==> src/hw/cache_pkg.sv <==
`default_nettype none

package cache_pkg;

    // Line and address geometry.
    localparam int LINE_BITS      = 256;
    localparam int ADDR_BITS      = 32;
    localparam int OFFSET_BITS    = 5;
    localparam int SET_BITS       = 3;
    localparam int TAG_BITS       = 24;

    // The eviction buffer compares on the full line address (address bits 31 to 5).
    localparam int LINE_ADDR_BITS = 27;

    // Eviction write buffer geometry.
    // The depth must stay a power of two so that the pointers wrap on their own.
    localparam int EWB_INDEX      = 2;
    localparam int EWB_DEPTH      = 4;

    typedef logic [LINE_BITS-1:0]      line_t;
    typedef logic [ADDR_BITS-1:0]      addr_t;
    typedef logic [LINE_ADDR_BITS-1:0] line_addr_t;
    typedef logic [SET_BITS-1:0]       set_t;
    typedef logic [TAG_BITS-1:0]       tag_t;

    // Miss handling states of the line cache.
    typedef enum logic [2:0] {
        IDLE,
        EVICT,
        CHECK,
        FILL,
        RESPOND
    } cache_state_t;

endpackage : cache_pkg

`default_nettype wire

==> src/hw/ewb.sv <==
`timescale 1ns/100ps
`default_nettype none

module ewb (
    input  wire logic                  clk,
    input  wire logic                  rst,

    // Victim push from the cache.
    input  wire cache_pkg::line_t      data_i,
    input  wire cache_pkg::addr_t      addr_i,
    input  wire logic                  valid_i,
    output logic                       full_o,

    // Tag search with its answer one cycle later.
    input  wire logic                  tag_check_i,
    input  wire cache_pkg::line_addr_t tag_i,
    output logic                       hit_o,
    output cache_pkg::line_t           read_o,

    // Drain of the oldest entry towards memory.
    output logic                       empty_o,
    output cache_pkg::line_t           data_o,
    output cache_pkg::addr_t           addr_o,
    input  wire logic                  yumi_i
);

    cache_pkg::line_t queue_data [cache_pkg::EWB_DEPTH];
    cache_pkg::addr_t queue_addr [cache_pkg::EWB_DEPTH];

    logic [cache_pkg::EWB_INDEX-1:0] read_ptr;
    logic [cache_pkg::EWB_INDEX-1:0] write_ptr;
    logic [cache_pkg::EWB_INDEX:0]   count;

    logic             enqueue;
    logic             dequeue;
    logic             match;
    cache_pkg::line_t match_line;

    assign full_o  = (count == cache_pkg::EWB_DEPTH);
    assign empty_o = (count == '0);
    assign enqueue = valid_i && !full_o;
    assign dequeue = yumi_i && !empty_o;

    // The head of the queue is always on display for the arbiter.
    assign data_o = queue_data[read_ptr];
    assign addr_o = queue_addr[read_ptr];

    always_ff @(posedge clk, posedge rst) begin
        if (rst) begin
            read_ptr  <= '0;
            write_ptr <= '0;
            count     <= '0;
        end else begin
            if (enqueue) begin
                write_ptr <= write_ptr + 1'b1;
            end
            if (dequeue) begin
                read_ptr <= read_ptr + 1'b1;
            end
            // A push and a drain in the same cycle leave the occupancy unchanged.
            case ({enqueue, dequeue})
                2'b10:   count <= count + 1'b1;
                2'b01:   count <= count - 1'b1;
                default: count <= count;
            endcase
        end
    end

    always_ff @(posedge clk) begin
        if (enqueue) begin
            queue_data[write_ptr] <= data_i;
            queue_addr[write_ptr] <= addr_i;
        end
    end

    // Walk the occupied entries from oldest to youngest.
    // A later match overrides an earlier one, so the youngest copy of a line wins.
    always_comb begin
        logic [cache_pkg::EWB_INDEX-1:0] idx;

        match      = 1'b0;
        match_line = queue_data[read_ptr];
        idx        = read_ptr;
        for (int i = 0; i < cache_pkg::EWB_DEPTH; i++) begin
            if ((i < int'(count)) &&
                (queue_addr[idx][cache_pkg::ADDR_BITS-1:cache_pkg::OFFSET_BITS] == tag_i)) begin
                match      = 1'b1;
                match_line = queue_data[idx];
            end
            idx = idx + 1'b1;
        end
    end

    // The hit flag is rebuilt on every check and cleared when nothing matched.
    always_ff @(posedge clk, posedge rst) begin
        if (rst) begin
            hit_o <= 1'b0;
        end else if (tag_check_i) begin
            hit_o <= match;
        end
    end

    always_ff @(posedge clk) begin
        if (tag_check_i && match) begin
            read_o <= match_line;
        end
    end

endmodule : ewb

`default_nettype wire

==> config.mk <==
export PLATFORM = sky130hd
export DESIGN_NAME = ewb
export DESIGN_NICKNAME = d
export VERILOG_FILES = /design/src/hw/cache_pkg.sv /design/src/hw/ewb.sv
export SDC_FILE = /design/constraint.sdc
export NUM_CORES = 2
export LEC_CHECK = 0
export ABC_AREA = 1
export BUFFER_PORTS_ARGS = -buffer_cell sky130_fd_sc_hd__clkbuf_2
export CORE_MARGIN = 2
export CORE_UTILIZATION = 23
export CTS_CLUSTER_DIAMETER = 40
export CTS_CLUSTER_SIZE = 10
export DETAILED_ROUTE_END_ITERATION = 6
export PLACE_DENSITY_LB_ADDON = 0.05
export REMOVE_ABC_BUFFERS = 1
export SLEW_MARGIN = 20
export SYNTH_ARGS = -nofsm -noshare
export SYNTH_HDL_FRONTEND = slang
export SYNTH_SLANG_ARGS = --single-unit
export TNS_END_PERCENT = 100
==> constraint.sdc <==
create_clock -name clk -period 17.95 [get_ports clk]
set_clock_uncertainty 0.2 [all_clocks]
set_input_delay 0.8975 -clock clk [delete_from_list [all_inputs] [get_ports clk]]
set_output_delay 0.8975 -clock clk [all_outputs]
set_load 0.03 [all_outputs]
======== Word level (Yosys, flattened, before mapping) ========
Memories as Yosys holds them, arrays and structs flattened.
Index checks and enable logic that the tools add are counted.
cells by class
  add/subtract/negate cells ............... 6
  magnitude comparators ................... 4
  equality and inequality tests ........... 7
  multiplexer cells ....................... 10
  reduce and logical (&&, ||, !) cells .... 11
operators by type and width
  cell                   count
  $mux W256              3
  $eq A27 B27 Y1         4
  $add A2 B1 Y2 const B  4
  $logic_and A1 B1 Y1    7
  $lt A1 B3 Y1 const A   2
  $lt A2 B3 Y1 const A   2
  $mux W1                6
  $pmux W3 S2            1
  $add A3 B1 Y3 const B  1
  $eq A3 B3 Y1 const B   1
  $logic_not A3 Y1       1
  $sub A3 B1 Y3 const B  1
  $eq A2 B1 Y1 const B   1
  $eq A2 B2 Y1 const B   1
  $logic_not A1 Y1       2
  $reduce_bool A2 Y1     1
storage, ports and cells
  register bits ........................... 264
  bits in writable memories ............... 1152
  input bits .............................. 320
  output and inout bits ................... 547
  word-level logic and storage cells ...... 45
  memories kept ........................... 2
memories
  memory      depth  width  rd ports  clocked after memory_dff  wr ports  RTL line   RTL
  queue_data  4      256    4         0                         1         ewb.sv:27  cache_pkg::line_t queue_data [cache_pkg::EWB_DEPTH];
  queue_addr  4      32     4         0                         1         ewb.sv:28  cache_pkg::addr_t queue_addr [cache_pkg::EWB_DEPTH];

======== Depth between registers and ports, before layout ========
An unclocked memory read counts as a cell.
  word-level depth ........................ 8
  gate-level depth with buffers ........... 20
  mapped depth without buffers ............ 17

======== Least setup slack after synthesis ========
OpenSTA, ideal clock, no wires.
  path kind ............................... input -> register
  from .................................... input valid_i
  to ...................................... memory queue_addr[0][0] in the netlist's numbering, enable pin
  setup time .............................. 944 ps
  arrival time ............................ 13007 ps
  data required time ...................... 16806 ps
  slack ................................... 3799 ps
  cell stages on the path ................. 2
  buffers on the path ..................... 0
  cell sequence ........................... nand2_1 > nor2_1
on the way
  longest elaborated chain between the ends .. 3
ends and longest elaborated chain
  element                        RTL line   RTL
  start: declaration             ewb.sv:11  input wire logic valid_i,
  $logic_and A1 B1 Y1            ewb.sv:41  assign enqueue = valid_i && !full_o;
  $mux W1                        ewb.sv:70  if (enqueue) begin
  $mux W1 (not written as such)  ewb.sv:72  queue_addr[write_ptr] <= addr_i;
  end: declaration               ewb.sv:28
Every way passes these cells.

======== Worst setup path after layout ========
  from .................................... register read_ptr[0] in the netlist's numbering
  to ...................................... output data_o[116]
on the way
  longest elaborated chain between the ends .. 1
ends and longest elaborated chain
  element                   RTL line   RTL
  start: declaration        ewb.sv:30  logic [cache_pkg::EWB_INDEX-1:0] read_ptr;
  start signal: assignment  ewb.sv:58  read_ptr <= read_ptr + 1'b1;
  $mem_v2 Z4 W256           n/a
  end: declaration          ewb.sv:22  output cache_pkg::line_t data_o,
Every way passes these cells.

==> impl_table.tex <==
\begin{tabular}{lr}
\hline
Metric & Value \\
\hline
\multicolumn{2}{l}{\textbf{Run status}} \\
Run status & finished, final reports clean \\
\multicolumn{2}{l}{\textbf{Routing}} \\
Vias per inst & 4.65 \\
Count of routing violations after the opening detailed-route iteration & 4163 \\
Drt total wl & 339 mm \\
Remaining DRCs & 0 \\
Routed length per instance & 23.0 µm \\
Detailed-route via count & 68400 \\
1st-pass router iterations & 6 \\
DRT antenna net count & 0 \\
\multicolumn{2}{l}{\textbf{Logic synthesis}} \\
Synthesis Warnings & 0 \\
Top-area cell type share of the netlist area & 52.1\% \\
Share of synthesized registers carrying an async set or reset & 0.565\% \\
Sequential cell area fraction in the yosys report & 52.4\% \\
Dominant cell type by area after synthesis & edfxtp\_1 \\
Number of enable-type register cells in the synthesized netlist & 1408 \\
Top cell types by occurrence after synthesis & nand2\_1, edfxtp\_1, o21ai\_0, mux2i\_1, inv\_1 \\
Gate Count Post-Synth & 8758 \\
Multiplexer fraction of the synthesized cell area & 12.5\% \\
Xor-xnor portion of the synthesized cell area & 0.119\% \\
Ranking of synthesized cells by area & edfxtp\_1, mux2i\_1, nand2\_1 \\
Post-Synthesis Cell Area & 81100 µm² \\
\#FFs+latches synth & 1416 \\
Mean area per synthesized cell & 9.26 µm² \\
Top\_reg\_cell synth & edfxtp\_1 \\
Most frequent cell after synthesis & nand2\_1 \\
Library cells used by synthesis & 35 \\
Post-Synth Adder-Cell Area & 0.139\% \\
Post-synthesis compound-gate area fraction & 12.2\% \\
Main combinational cell family by area after synthesis & simple AND/OR/NAND/NOR gates \\
Simple-gate share of the synthesized area & 14.9\% \\
\multicolumn{2}{l}{\textbf{Final layout}} \\
Area growth syn-to-layout & 28.7\% \\
Layout Nets & 10100 \\
Reg area & 42500 µm² \\
Fraction of layout cells with a size suffix above 1 & 15.5\% \\
Core occupancy in the finished layout & 29.7\% \\
Fill cell instance count of the final layout & 37000 \\
Total area of multi-input combinational cells & 32400 µm² \\
\multicolumn{2}{l}{\textbf{Critical path}} \\
Crit path launch type & flop \\
Data arrival at the endpoint of the critical path & 7.73 ns \\
Endpoint class of the critical path & output port \\
Top fanout value on the critical path & 70 \\
Critical Setup Path Class & flop to output port \\
Register-to-register setup slack & 9.51 ns \\
Required arrival time at the worst endpoint & 16.85 ns \\
\multicolumn{2}{l}{\textbf{STA}} \\
Period utilisation layout & 49.2\% \\
Setup violation total in the final timing report & 0 \\
Fmax achieved & 113 MHz \\
Tightest Pin Transition & 1.28 ns \\
Setup total negative slack & 0 ns \\
Number of pins exceeding their max-slew limit in the final report & 0 \\
RSZ-0062 raised after global routing & no \\
Smallest setup slack after layout & 9.13 ns \\
Worst slack on hold paths & 0.0943 ns \\
Fin. Hold Viols & 0 \\
Max-Slew Margin vs Limit & 14.7\% \\
Final min period & 8.82 ns \\
\multicolumn{2}{l}{\textbf{Clock network}} \\
Clock transition at the register clock pins on the worst setup and hold paths after CTS & 0.04 ns \\
Sink Count & 1416 \\
Bufs on Longest Clock Path & 4 \\
H-tree level count & 5 \\
CTS-repair resized insts & 0 \\
TritonCTS clock tree & done \\
Clock root buffer master & clkbuf\_16 \\
Number of buffers inserted during clock tree synthesis & 355 \\
Clock latency on the worst-skew pair & 0.92 ns \\
\multicolumn{2}{l}{\textbf{Global routing}} \\
Global-route wire length before repair & 483 mm \\
Sum of overflow across all layers after global routing & 0 \\
Overall track demand over capacity in global routing & 18.3\% \\
Largest net degree at the start of global routing & 193 \\
Initial antenna violation count & 83 \\
Vias in the first global route & 67900 \\
\multicolumn{2}{l}{\textbf{Pwr}} \\
Clock group share of total power & 32.3\% \\
Sw Ratio & 42.8\% \\
Fraction of power consumed by sequential logic & 23.0\% \\
Net switching component of the power & 0.00856 W \\
Leakage & 44.5 nW \\
Power density over the cells & 192 nW/µm² \\
Worst supply voltage drop on vdd & 0.119 mV \\
Fraction of power consumed by combinational cells & 44.6\% \\
Design internal power & 0.0115 W \\
\multicolumn{2}{l}{\textbf{Place}} \\
Setup slack after placement & 9.33 ns \\
Routability-driven placement congestion ratio & 0.833 \\
Number of input and output port buffers inserted & 866 \\
HPWL after detailed placement & 208 mm \\
\multicolumn{2}{l}{\textbf{Floorplanning}} \\
Standard cell core area & 352000 µm² \\
Number of placement rows & 218 \\
Die W & 598 µm \\
Chip Height & 598 µm \\
Number of I/O pins & 867 \\
Starting density of the core & 23.1\% \\
DIE AREA & 357000 µm² \\
\multicolumn{2}{l}{\textbf{Min path}} \\
Class of the tightest hold or removal check & primary input to flop \\
\multicolumn{2}{l}{\textbf{Run}} \\
Number of maximum-capacitance violations & 0 \\
\hline
\end{tabular}
-- per-layer routing --
layer,up-vias,global-route usage (%),part of all wire [%]
li1,32400,-,-
met1,33500,23.4,44
met2,1840,30.8,47
met3,640,4.14,6.1
met4,58,5.46,2.8
met5,-,0,0.11
-- through the flow --
step,instances,total power (W),instance area [µm²]
after floorplan,8136,0.0134,78200
after global placement,13700,0.0137,89400
after detailed placement,13700,0.0137,89400
after CTS,14700,0.0204,104000
after global routing,14700,0.0214,104000
final,14700,0.0200,104000
-- what timing repair did --
item	CTS	global route
endpoints found under the hold margin	1140	0
endpoints found under the setup margin	0	0
setup buffers	0	0
hold buffers	284	0
-- final cells by class --
type / count / share of cell area (%)
Antenna cell: 20 / 0.0479
Clock buffer: 403 / 8.74
Clock inverter: 252 / 2.84
Inverter: 904 / 3.27
Multi-Input combinational cell: 5816 / 31.0
Sequential cell: 1416 / 40.7
Tap cell: 4620 / 5.54
Timing Repair Buffer: 1271 / 7.84
-- worst paths after layout --
path / cells past startpoint / start / endpoint
max: 12 / read_ptr[0]$_DFFE_PP0P_ / data_o[116]
min: 1 / data_i[249] / queue_data[3][249]$_DFFE_PP_
max reg2reg: 18 / read_ptr[1]$_DFFE_PP0P_ / read_o[130]$_DFFE_PP_
min reg2reg: 2 / count[1]$_DFFE_PP0P_ / count[1]$_DFFE_PP0P_
max in group asynchronous: 3 / rst / read_ptr[0]$_DFFE_PP0P_
min in group asynchronous: 3 / rst / write_ptr[0]$_DFFE_PP0P_
-- cell families (layout without fill, tap and decap cells) --
kind of cell | Yosys count | after routing
buf+inv | 1526 | 2830
simple gates | 2938 | 2938
flops | 1416 | 1416
other cells | 0 | 20
xor+xnor | 11 | 11
fa+ha+maj | 9 | 9
compound gates | 1842 | 1842
mux | 1016 | 1016
-- worst max-delay path: stages (launching register included) --
cell and delay, ns:
dfrtp_4 0.88, buf_4 0.76, buf_4 0.73, buf_4 0.73, buf_4 0.72, buf_4 0.86
buf_4 0.86, mux2i_1 0.17, inv_1 0.11, nand2_1 0.05, o21a_1 0.16, inv_1 0.17
clkbuf_2 0.25
-- cell usage in the layout (no fill, tap or decap), types with 3 or more instances in the layout --
master and count:
nand2_1 1817, edfxtp_1 1408, o21ai_0 1056, mux2i_1 1016, inv_1 901, clkbuf_2 866, nand3_1 738, a21oi_1 515
clkbuf_16 358, nor2_1 338, dlygate4sd3_1 284, o21a_1 255, buf_4 113, clkinv_2 82, clkinv_1 60, bufinv_16 52
clkbuf_1 45, diode_2 20, clkinvlp_4 20, nand4_1 19, clkinv_4 13, xor2_1 9, ha_1 9, clkinv_8 8
clkinv_16 8, buf_12 8, o21ai_1 7, nor2_4 7, dfrtp_1 6, nor3_1 5, a22oi_1 5, inv_16 5
inv_6 4, nand2_4 3, o22ai_1 3
-- power groups by stage --
stage	clock [W]	combinational (W)	sequential (W)
after floorplan	0	0.00825	0.00519
after global placement	0	0.00903	0.00466
after detailed placement	0	0.00901	0.00467
after CTS	0.00664	0.00911	0.00462
after global routing	0.00679	0.00998	0.00467
final	0.00647	0.00893	0.00461
-- sequential cells by signal, indices dropped and copies added (netlist names) --
name        flops
read_ptr        2
queue_addr    128
read_o        256
hit_o           1
write_ptr       2
queue_data   1024
count           3
(Power assumes the default switching activity.)
