==> src/hw/cache_pkg.sv <==
`default_nettype none

package cache_pkg;

    // Line and address geometry.
    localparam int LINE_BITS      = 256;
    localparam int ADDR_BITS      = 32;
    localparam int OFFSET_BITS    = 5;
    localparam int SET_BITS       = 3;
    localparam int TAG_BITS       = 24;

    // The eviction buffer compares on the full line address (address bits 31 to 5).
    localparam int LINE_ADDR_BITS = 27;

    // Eviction write buffer geometry.
    // The depth must stay a power of two so that the pointers wrap on their own.
    localparam int EWB_INDEX      = 2;
    localparam int EWB_DEPTH      = 4;

    typedef logic [LINE_BITS-1:0]      line_t;
    typedef logic [ADDR_BITS-1:0]      addr_t;
    typedef logic [LINE_ADDR_BITS-1:0] line_addr_t;
    typedef logic [SET_BITS-1:0]       set_t;
    typedef logic [TAG_BITS-1:0]       tag_t;

    // Miss handling states of the line cache.
    typedef enum logic [2:0] {
        IDLE,
        EVICT,
        CHECK,
        FILL,
        RESPOND
    } cache_state_t;

endpackage : cache_pkg

`default_nettype wire

==> src/hw/line_cache.sv <==
`timescale 1ns/100ps
`default_nettype none

module line_cache (
    input  wire logic                  clk,
    input  wire logic                  rst,

    // Upstream client.
    input  wire logic                  mem_read_i,
    input  wire logic                  mem_write_i,
    input  wire cache_pkg::addr_t      mem_addr_i,
    input  wire cache_pkg::line_t      mem_wdata_i,
    output logic                       mem_resp_o,
    output cache_pkg::line_t           mem_rdata_o,

    // Eviction write buffer.
    input  wire logic                  ewb_full_i,
    input  wire logic                  ewb_hit_i,
    input  wire cache_pkg::line_t      ewb_rdata_i,
    output logic                       ewb_push_o,
    output cache_pkg::line_t           ewb_wdata_o,
    output cache_pkg::addr_t           ewb_waddr_o,
    output logic                       ewb_check_o,
    output cache_pkg::line_addr_t      ewb_tag_o,

    // Line fills through the memory arbiter.
    input  wire logic                  fill_resp_i,
    input  wire cache_pkg::line_t      fill_rdata_i,
    output logic                       fill_read_o,
    output cache_pkg::addr_t           fill_addr_o
);

    // Per set state. Valid and dirty bits are kept as flat vectors.
    logic [2**cache_pkg::SET_BITS-1:0] valid_q;
    logic [2**cache_pkg::SET_BITS-1:0] dirty_q;
    cache_pkg::tag_t                   tag_q  [2**cache_pkg::SET_BITS];
    cache_pkg::line_t                  data_q [2**cache_pkg::SET_BITS];

    cache_pkg::cache_state_t state;
    cache_pkg::cache_state_t state_next;

    cache_pkg::line_addr_t req_line;
    cache_pkg::set_t       req_set;
    cache_pkg::tag_t       req_tag;
    logic                  req_valid;
    logic                  hit;

    // Line installation is shared by write hits, write misses, forwards and fills.
    logic             install;
    logic             install_dirty;
    cache_pkg::line_t install_line;

    // The client holds its request until the response, so the address is used directly.
    assign req_line  = mem_addr_i[cache_pkg::ADDR_BITS-1:cache_pkg::OFFSET_BITS];
    assign req_set   = req_line[cache_pkg::SET_BITS-1:0];
    assign req_tag   = req_line[cache_pkg::LINE_ADDR_BITS-1:cache_pkg::SET_BITS];
    assign req_valid = mem_read_i || mem_write_i;
    assign hit       = valid_q[req_set] && (tag_q[req_set] == req_tag);

    assign mem_rdata_o = data_q[req_set];

    // The victim address is rebuilt from the stored tag and the set index.
    assign ewb_wdata_o = data_q[req_set];
    assign ewb_waddr_o = {tag_q[req_set], req_set, {cache_pkg::OFFSET_BITS{1'b0}}};
    assign ewb_tag_o   = req_line;
    assign fill_addr_o = {req_line, {cache_pkg::OFFSET_BITS{1'b0}}};

    always_comb begin
        state_next    = state;
        mem_resp_o    = 1'b0;
        ewb_push_o    = 1'b0;
        ewb_check_o   = 1'b0;
        fill_read_o   = 1'b0;
        install       = 1'b0;
        install_dirty = 1'b0;
        install_line  = mem_wdata_i;

        case (state)
            cache_pkg::IDLE: begin
                if (req_valid) begin
                    if (hit) begin
                        install       = mem_write_i;
                        install_dirty = 1'b1;
                        state_next    = cache_pkg::RESPOND;
                    end else if (valid_q[req_set] && dirty_q[req_set]) begin
                        state_next = cache_pkg::EVICT;
                    end else if (mem_write_i) begin
                        // Writes cover the whole line, so no fill is needed.
                        install       = 1'b1;
                        install_dirty = 1'b1;
                        state_next    = cache_pkg::RESPOND;
                    end else begin
                        ewb_check_o = 1'b1;
                        state_next  = cache_pkg::CHECK;
                    end
                end
            end

            cache_pkg::EVICT: begin
                // Stay here while the buffer is full.
                if (!ewb_full_i) begin
                    ewb_push_o = 1'b1;
                    if (mem_write_i) begin
                        install       = 1'b1;
                        install_dirty = 1'b1;
                        state_next    = cache_pkg::RESPOND;
                    end else begin
                        // The victim never matches the miss line, so the check shares this cycle.
                        ewb_check_o = 1'b1;
                        state_next  = cache_pkg::CHECK;
                    end
                end
            end

            cache_pkg::CHECK: begin
                if (ewb_hit_i) begin
                    install      = 1'b1;
                    install_line = ewb_rdata_i;
                    state_next   = cache_pkg::RESPOND;
                end else begin
                    state_next = cache_pkg::FILL;
                end
            end

            cache_pkg::FILL: begin
                fill_read_o = 1'b1;
                if (fill_resp_i) begin
                    install      = 1'b1;
                    install_line = fill_rdata_i;
                    state_next   = cache_pkg::RESPOND;
                end
            end

            cache_pkg::RESPOND: begin
                mem_resp_o = 1'b1;
                state_next = cache_pkg::IDLE;
            end

            default: state_next = cache_pkg::IDLE;
        endcase
    end

    always_ff @(posedge clk, posedge rst) begin
        if (rst) begin
            state   <= cache_pkg::IDLE;
            valid_q <= '0;
            dirty_q <= '0;
        end else begin
            state <= state_next;
            if (install) begin
                valid_q[req_set] <= 1'b1;
                dirty_q[req_set] <= install_dirty;
            end
        end
    end

    always_ff @(posedge clk) begin
        if (install) begin
            tag_q[req_set]  <= req_tag;
            data_q[req_set] <= install_line;
        end
    end

endmodule : line_cache

`default_nettype wire

==> config.mk <==
export PLATFORM = sky130hd
export DESIGN_NAME = line_cache
export DESIGN_NICKNAME = d
export VERILOG_FILES = /design/src/hw/cache_pkg.sv /design/src/hw/line_cache.sv
export SDC_FILE = /design/constraint.sdc
export NUM_CORES = 2
export LEC_CHECK = 0
export BUFFER_PORTS_ARGS = -buffer_cell sky130_fd_sc_hd__buf_2
export CORE_AREA = 2 2 544 546
export DETAILED_ROUTE_END_ITERATION = 16
export DIE_AREA = 0 0 546 548
export PLACE_DENSITY = 0.51
export SYNTH_ARGS = -nofsm -noshare
export SYNTH_HDL_FRONTEND = slang
export SYNTH_SLANG_ARGS = --single-unit
==> constraint.sdc <==
create_clock -name clk -period 11.8 [get_ports clk]
set_input_delay 2.36 -clock clk [delete_from_list [all_inputs] [get_ports clk]]
set_output_delay 2.36 -clock clk [all_outputs]
set_load 0.02 [all_outputs]
* After elaboration in Yosys (flattened, before gate mapping)
Memories as Yosys holds them, arrays and structs flattened.
Cells that the tools add are included.
W data, S select, Z words.
** Cells by class
- Reductions and logical operators :: 6
- Equal/unequal tests :: 8
- Muxes and demuxes :: 41
- Bitwise gates (word level) :: 1
- Order comparisons :: 2
** Operator list (count)
- $mux W256 :: 2
- $pmux W256 S2 :: 1
- $eq A24 B24 Y1 :: 1
- $mux W1 :: 23
- $mux W3 :: 7
- $pmux W3 S4 :: 1
- $bwmux W8 :: 1
- $or A8 B8 Y8 :: 1
- $bmux W1 S3 :: 2
- $eq A3 B2 Y1 const B :: 2
- $ne A2 B2 Y1 const B :: 3
- $lt A3 B4 Y1 const B :: 1
- $pmux W1 S2 :: 2
- $pmux W1 S4 :: 1
- $demux W1 S3 :: 1
- $eq A3 B1 Y1 const B :: 1
- $eq A3 B3 Y1 const B :: 1
- $ge A3 B1 Y1 const B :: 1
- $logic_and A1 B1 Y1 :: 3
- $logic_not A3 Y1 :: 1
- $reduce_and A3 Y1 :: 1
- $logic_or A1 B1 Y1 :: 1
** Storage, ports and cells
- Memories kept :: 2
- RAM bits :: 2240
- Logic and storage cells :: 63
- Input bits :: 807
- Flip-flop bits (word level) :: 19
- Output and inout bits :: 607
** Memories
- data_q :: words 8, bits a word 256, rd ports 1, clocked after Yosys merged registers in 0, write ports 1, line line_cache.sv:37 : cache_pkg::line_t data_q [2**cache_pkg::SET_BITS];
- tag_q :: words 8, bits a word 24, rd ports 1, clocked after Yosys merged registers in 0, write ports 1, line line_cache.sv:36 : cache_pkg::tag_t tag_q [2**cache_pkg::SET_BITS];

* Logic depth before layout (Yosys ltp)
- Depth after elaboration :: 9
- Depth in mapped cells :: 13
- Mapped depth without buffers :: 8

* Least setup slack after synthesis
Ideal clock, no wire load.
- Kind :: input-to-reg
- From :: input mem_addr_i[6]
- To :: memory data_q[0][0] (netlist name), enable pin
- Setup time :: 744 ps
- Path slack :: -1025 ps
- Path buffers :: 3
- Data arrival time :: 12081 ps
- Required time :: 11056 ps
- Stages on the path :: 11
- Cells stage by stage :: buf_6 buf_2 nor2_1 a221oi_1 o22ai_1 xor2_1 or3_4 nor4_4 o31ai_2 buf_6 a21oi_2
** Between the ends
- Elaborated cells between the ends (all ways) :: 14
- Classes of those cells :: eq/ne: 1; mux: 10; reduce/logical: 2; memory: 1
** RTL lines
- from (decl) :: line line_cache.sv:11 : input wire cache_pkg::addr_t mem_addr_i,
- $mem_v2 Z8 W24
- net ewb_waddr_o[10] :: line line_cache.sv:22 : output cache_pkg::addr_t ewb_waddr_o,
- $eq A24 B24 Y1 :: line line_cache.sv:58 : assign hit = valid_q[req_set] && (tag_q[req_set] == req_tag);
- $logic_and A1 B1 Y1 :: line line_cache.sv:58
- $mux W1 :: line line_cache.sv:81 : if (hit) begin
- $mux W1 :: line line_cache.sv:80 : if (req_valid) begin
- $pmux W1 S4 :: line line_cache.sv:78 : case (state)
- $mux W1 :: line line_cache.sv:158 : if (install) begin
- $mux W1 (not written as such) :: line line_cache.sv:160 : data_q[req_set] <= install_line;
- to (decl) :: line line_cache.sv:37
The timed path passes the listed nets, and every way through them passes these cells. The select of a mux whose other input is x is not followed.

* Worst setup path after layout
- From :: input mem_addr_i[5]
- To :: output ewb_check_o
** Between the ends
- Cells in the longest elaborated chain, start to end :: 7
- Elaborated cells between the ends (all ways) :: 12
- Classes of those cells :: eq/ne: 1; mux: 8; reduce/logical: 2; memory: 1
** RTL lines
- branches (longest 4 deep; another with $mem_v2 Z8 W24)
- $mux W1 * :: line line_cache.sv:81
- $mux W1 * :: line line_cache.sv:80
- $pmux W1 S2 * :: line line_cache.sv:78
- to (decl) :: line line_cache.sv:23 : output logic ewb_check_o,
Every way passes the cells marked *. The select of a mux whose other input is x is not followed.

==> results.json <==
{
  "cts_num_sinks": 2259,
  "fillers": 27716,
  "grt_pass1_vias": 54697,
  "netlist_top_cells_count": "edfxtp_1 (2,240), nand2_1 (638), a22oi_1 (493), buf_4 (326), a221oi_1 (301)",
  "grt_pass1_wl_mm": 454.6,
  "final.setup.tns_ns": 0,
  "ys_seq_elements": 2259,
  "worst_slew_pin_slew_ns": 1.263,
  "drive_gt1_frac": 0.3219,
  "yosysMostFrequentCell": "edfxtp_1",
  "synth_area_per_cell_um2": 16.23,
  "stdcell_count": 10836,
  "ctsRootBufferMaster": "clkbuf_16",
  "async_flop_share": 0.008411,
  "dieHeight_um": 548,
  "ctsResizeCount": 0,
  "startpoint_type": "primary input",
  "ys_types": 54,
  "numCtsBuffers": 241,
  "grt_max_degree": 114,
  "finalCritPeriodShare": 0.7563,
  "synth_area_leaders": "edfxtp_1 (74%), a22oi_1 (4.1%), a221oi_1 (2.9%)",
  "viasPerCell": 5.240,
  "setup_viol": 0,
  "crit_fanout": 35,
  "drt-wirelength-per-cell_um": 31.18,
  "cts-hold-fix-buffers": 0,
  "layout.nets": 7505,
  "hold_viol": 0,
  "grt_usage": 0.2173,
  "start_util": 0.3103,
  "yosysTopAreaCellShare": 0.7397,
  "globalRoute.totalOverflow": 0,
  "die_x_um": 546,
  "drt-total-wl_mm": 337.9,
  "gp_congestion": 1.021,
  "clk_pin_slew_ns": 0.07,
  "worstPathRequired_ns": 9.44,
  "cts_tree": "yes",
  "die_area_mm2": 0.2992,
  "p_per_area_mw_per_mm2": 189.9,
  "area_growth_pct": 19.22,
  "syn_area_mm2": 0.09093,
  "drt_first_iter_violations": 5586,
  "io_pins": 1414,
  "post_cts_buffers": 0,
  "hold_path.class": "flip-flop to flip-flop",
  "max-vdd-ir-drop_mv": 0.1337,
  "final_antenna_net_count": 0,
  "relSlewSlack": 0.1492,
  "synth_cells": 5602,
  "core_mm2": 0.2931,
  "min_period_ns": 8.925,
  "finalPower_w": 0.02058,
  "fin_util": 0.3699,
  "max_cap_viol_count": 0,
  "antenna_found_initial": 52,
  "place_hpwl_mm": 222.7,
  "synth_warnings": 0,
  "p_leak_nw": 38.17,
  "path_buf_inv": 3,
  "synth_edf_count": 2240,
  "cp.arrival_ns": 6.56,
  "vias": 56782,
  "ys.flop_type": "edfxtp_1",
  "cts.path.max_buffers": 4,
  "fmax_mhz": 112.0,
  "yosysTopAreaCell": "edfxtp_1",
  "cp_slowest_cell": "nor4_1",
  "crit_type": "primary input to output port",
  "fp-row-count": 199,
  "end_kind": "output port",
  "placedCellCount": 10374,
  "path_delay_family": "simple AND/OR/NAND/NOR gates",
  "numPortBuffers": 1398,
  "status": "finished clean",
  "cts.htree.levels": 4,
  "max_stage_delay_ns": 0.78,
  "slew_violations": 0,
  "rsz0062_at_grt": "no",
  "drt_first_pass_iters": 7,
  "path_cells": "buf_8 -> buf_4 -> nand2b_4 -> o22ai_1 -> o21ai_0 -> nand4_1 -> or4_1 -> nor4_1 -> or3_1 -> a21oi_1 -> buf_2",
  "whs_ns": 0.5148,
  "drc": 0,
  "worstSkewPairLatency_ns": 0.91,
  "ys_seq_area_frac": 0.7449,
  "skew_ns": 0.06414
}
-- through the flow --
stage,area [um^2],worst slack (ns)
3_5_place_dp,100700,2.904
5_1_grt,108400,2.715
3_3_place_gp,100700,2.894
4_1_cts,108400,2.901
2_1_floorplan,90970,-1.025
6_report,108400,2.875
-- logic make-up after synthesis --
| group | share of synthesized area |
|---|---|
| DFF | 0.7449 |
| AOI/OAI and AO/OA | 0.09804 |
| buffers and inverters | 0.04327 |
| xor gates and xnor gates | 0.0005779 |
| muxes | 0.07470 |
| other | 0.00004124 |
| and+or+nand+nor | 0.03844 |
-- cells in the final DEF (no fill, tap or decap), types with 9 or more instances in the layout --
master / instances
nor2_1: 122
a22oi_1: 493
edfxtp_1: 2240
diode_2: 17
or3_1: 20
clkbuf_16: 242
a221o_1: 10
o22ai_1: 138
mux4_2: 79
a221oi_1: 301
nand3_1: 16
clkbuf_1: 48
clkinv_2: 52
a222oi_1: 11
mux2_2: 228
mux2i_1: 238
o21ai_0: 168
nor3_1: 21
buf_12: 37
a21oi_1: 56
nor2_4: 9
dfrtp_1: 19
o221ai_1: 16
nand2_1: 638
buf_4: 98
bufinv_16: 21
conb_1: 10
buf_2: 1395
clkinv_1: 56
-- tightest hold or removal path, cell delays in order (launching register included) --
cell and delay, ns:
dfrtp_1 0.34, o21ai_0 0.07, o21ai_0 0.07
-- per-layer routing --
metal	routed length [um]	track usage
met1	140800	0.2905
met2	160300	0.3554
met3	26150	0.04534
met4	10520	0.06443
met5	141	0
-- path summary, 6_finish.rpt --
| kind | start | end | slack, ns | cells after the start |
|---|---|---|---|---|
| min in group asynchronous | rst | dirty_q[2]$_DFFE_PP0P_ | 1.67 | 2 |
| max | mem_addr_i[5] | ewb_check_o | 2.88 | 11 |
| max reg2reg | tag_q[2][15]$_DFFE_PP_ | data_q[5][100]$_DFFE_PP_ | 6.70 | 11 |
| min | dirty_q[2]$_DFFE_PP0P_ | dirty_q[2]$_DFFE_PP0P_ | 0.51 | 2 |
| min reg2reg | dirty_q[2]$_DFFE_PP0P_ | dirty_q[2]$_DFFE_PP0P_ | 0.51 | 2 |
| max in group asynchronous | rst | valid_q[1]$_DFFE_PP0P_ | 9.53 | 2 |
-- power by group --
part / total [W] / switching [W] / internal (W)
registers: 0.00998 / 0.000121 / 0.00986
logic: 0.00324 / 0.00249 / 0.000752
clock network: 0.00737 / 0.00313 / 0.00424
-- sequential cells by signal (all words and copies together) (netlist names) --
name / flops
data_q: 2048
valid_q: 8
tag_q: 192
dirty_q: 8
state: 3
-- layout make-up --
| type | count | area, um^2 | area share |
|---|---|---|---|
| Antenna cell | 17 | 42.54 | 0.0003924 |
| Clock buffer | 293 | 6277 | 0.05790 |
| Clock inverter | 152 | 1399 | 0.01290 |
| Inverter | 7 | 40.04 | 0.0003693 |
| Multi-Input combinational cell | 2656 | 19510 | 0.1800 |
| Sequential cell | 2259 | 67740 | 0.6248 |
| Tap cell | 3919 | 4903 | 0.04523 |
| Timing Repair Buffer | 1533 | 8503 | 0.07843 |
No activity file was read; power rests on OpenSTA's default activity.
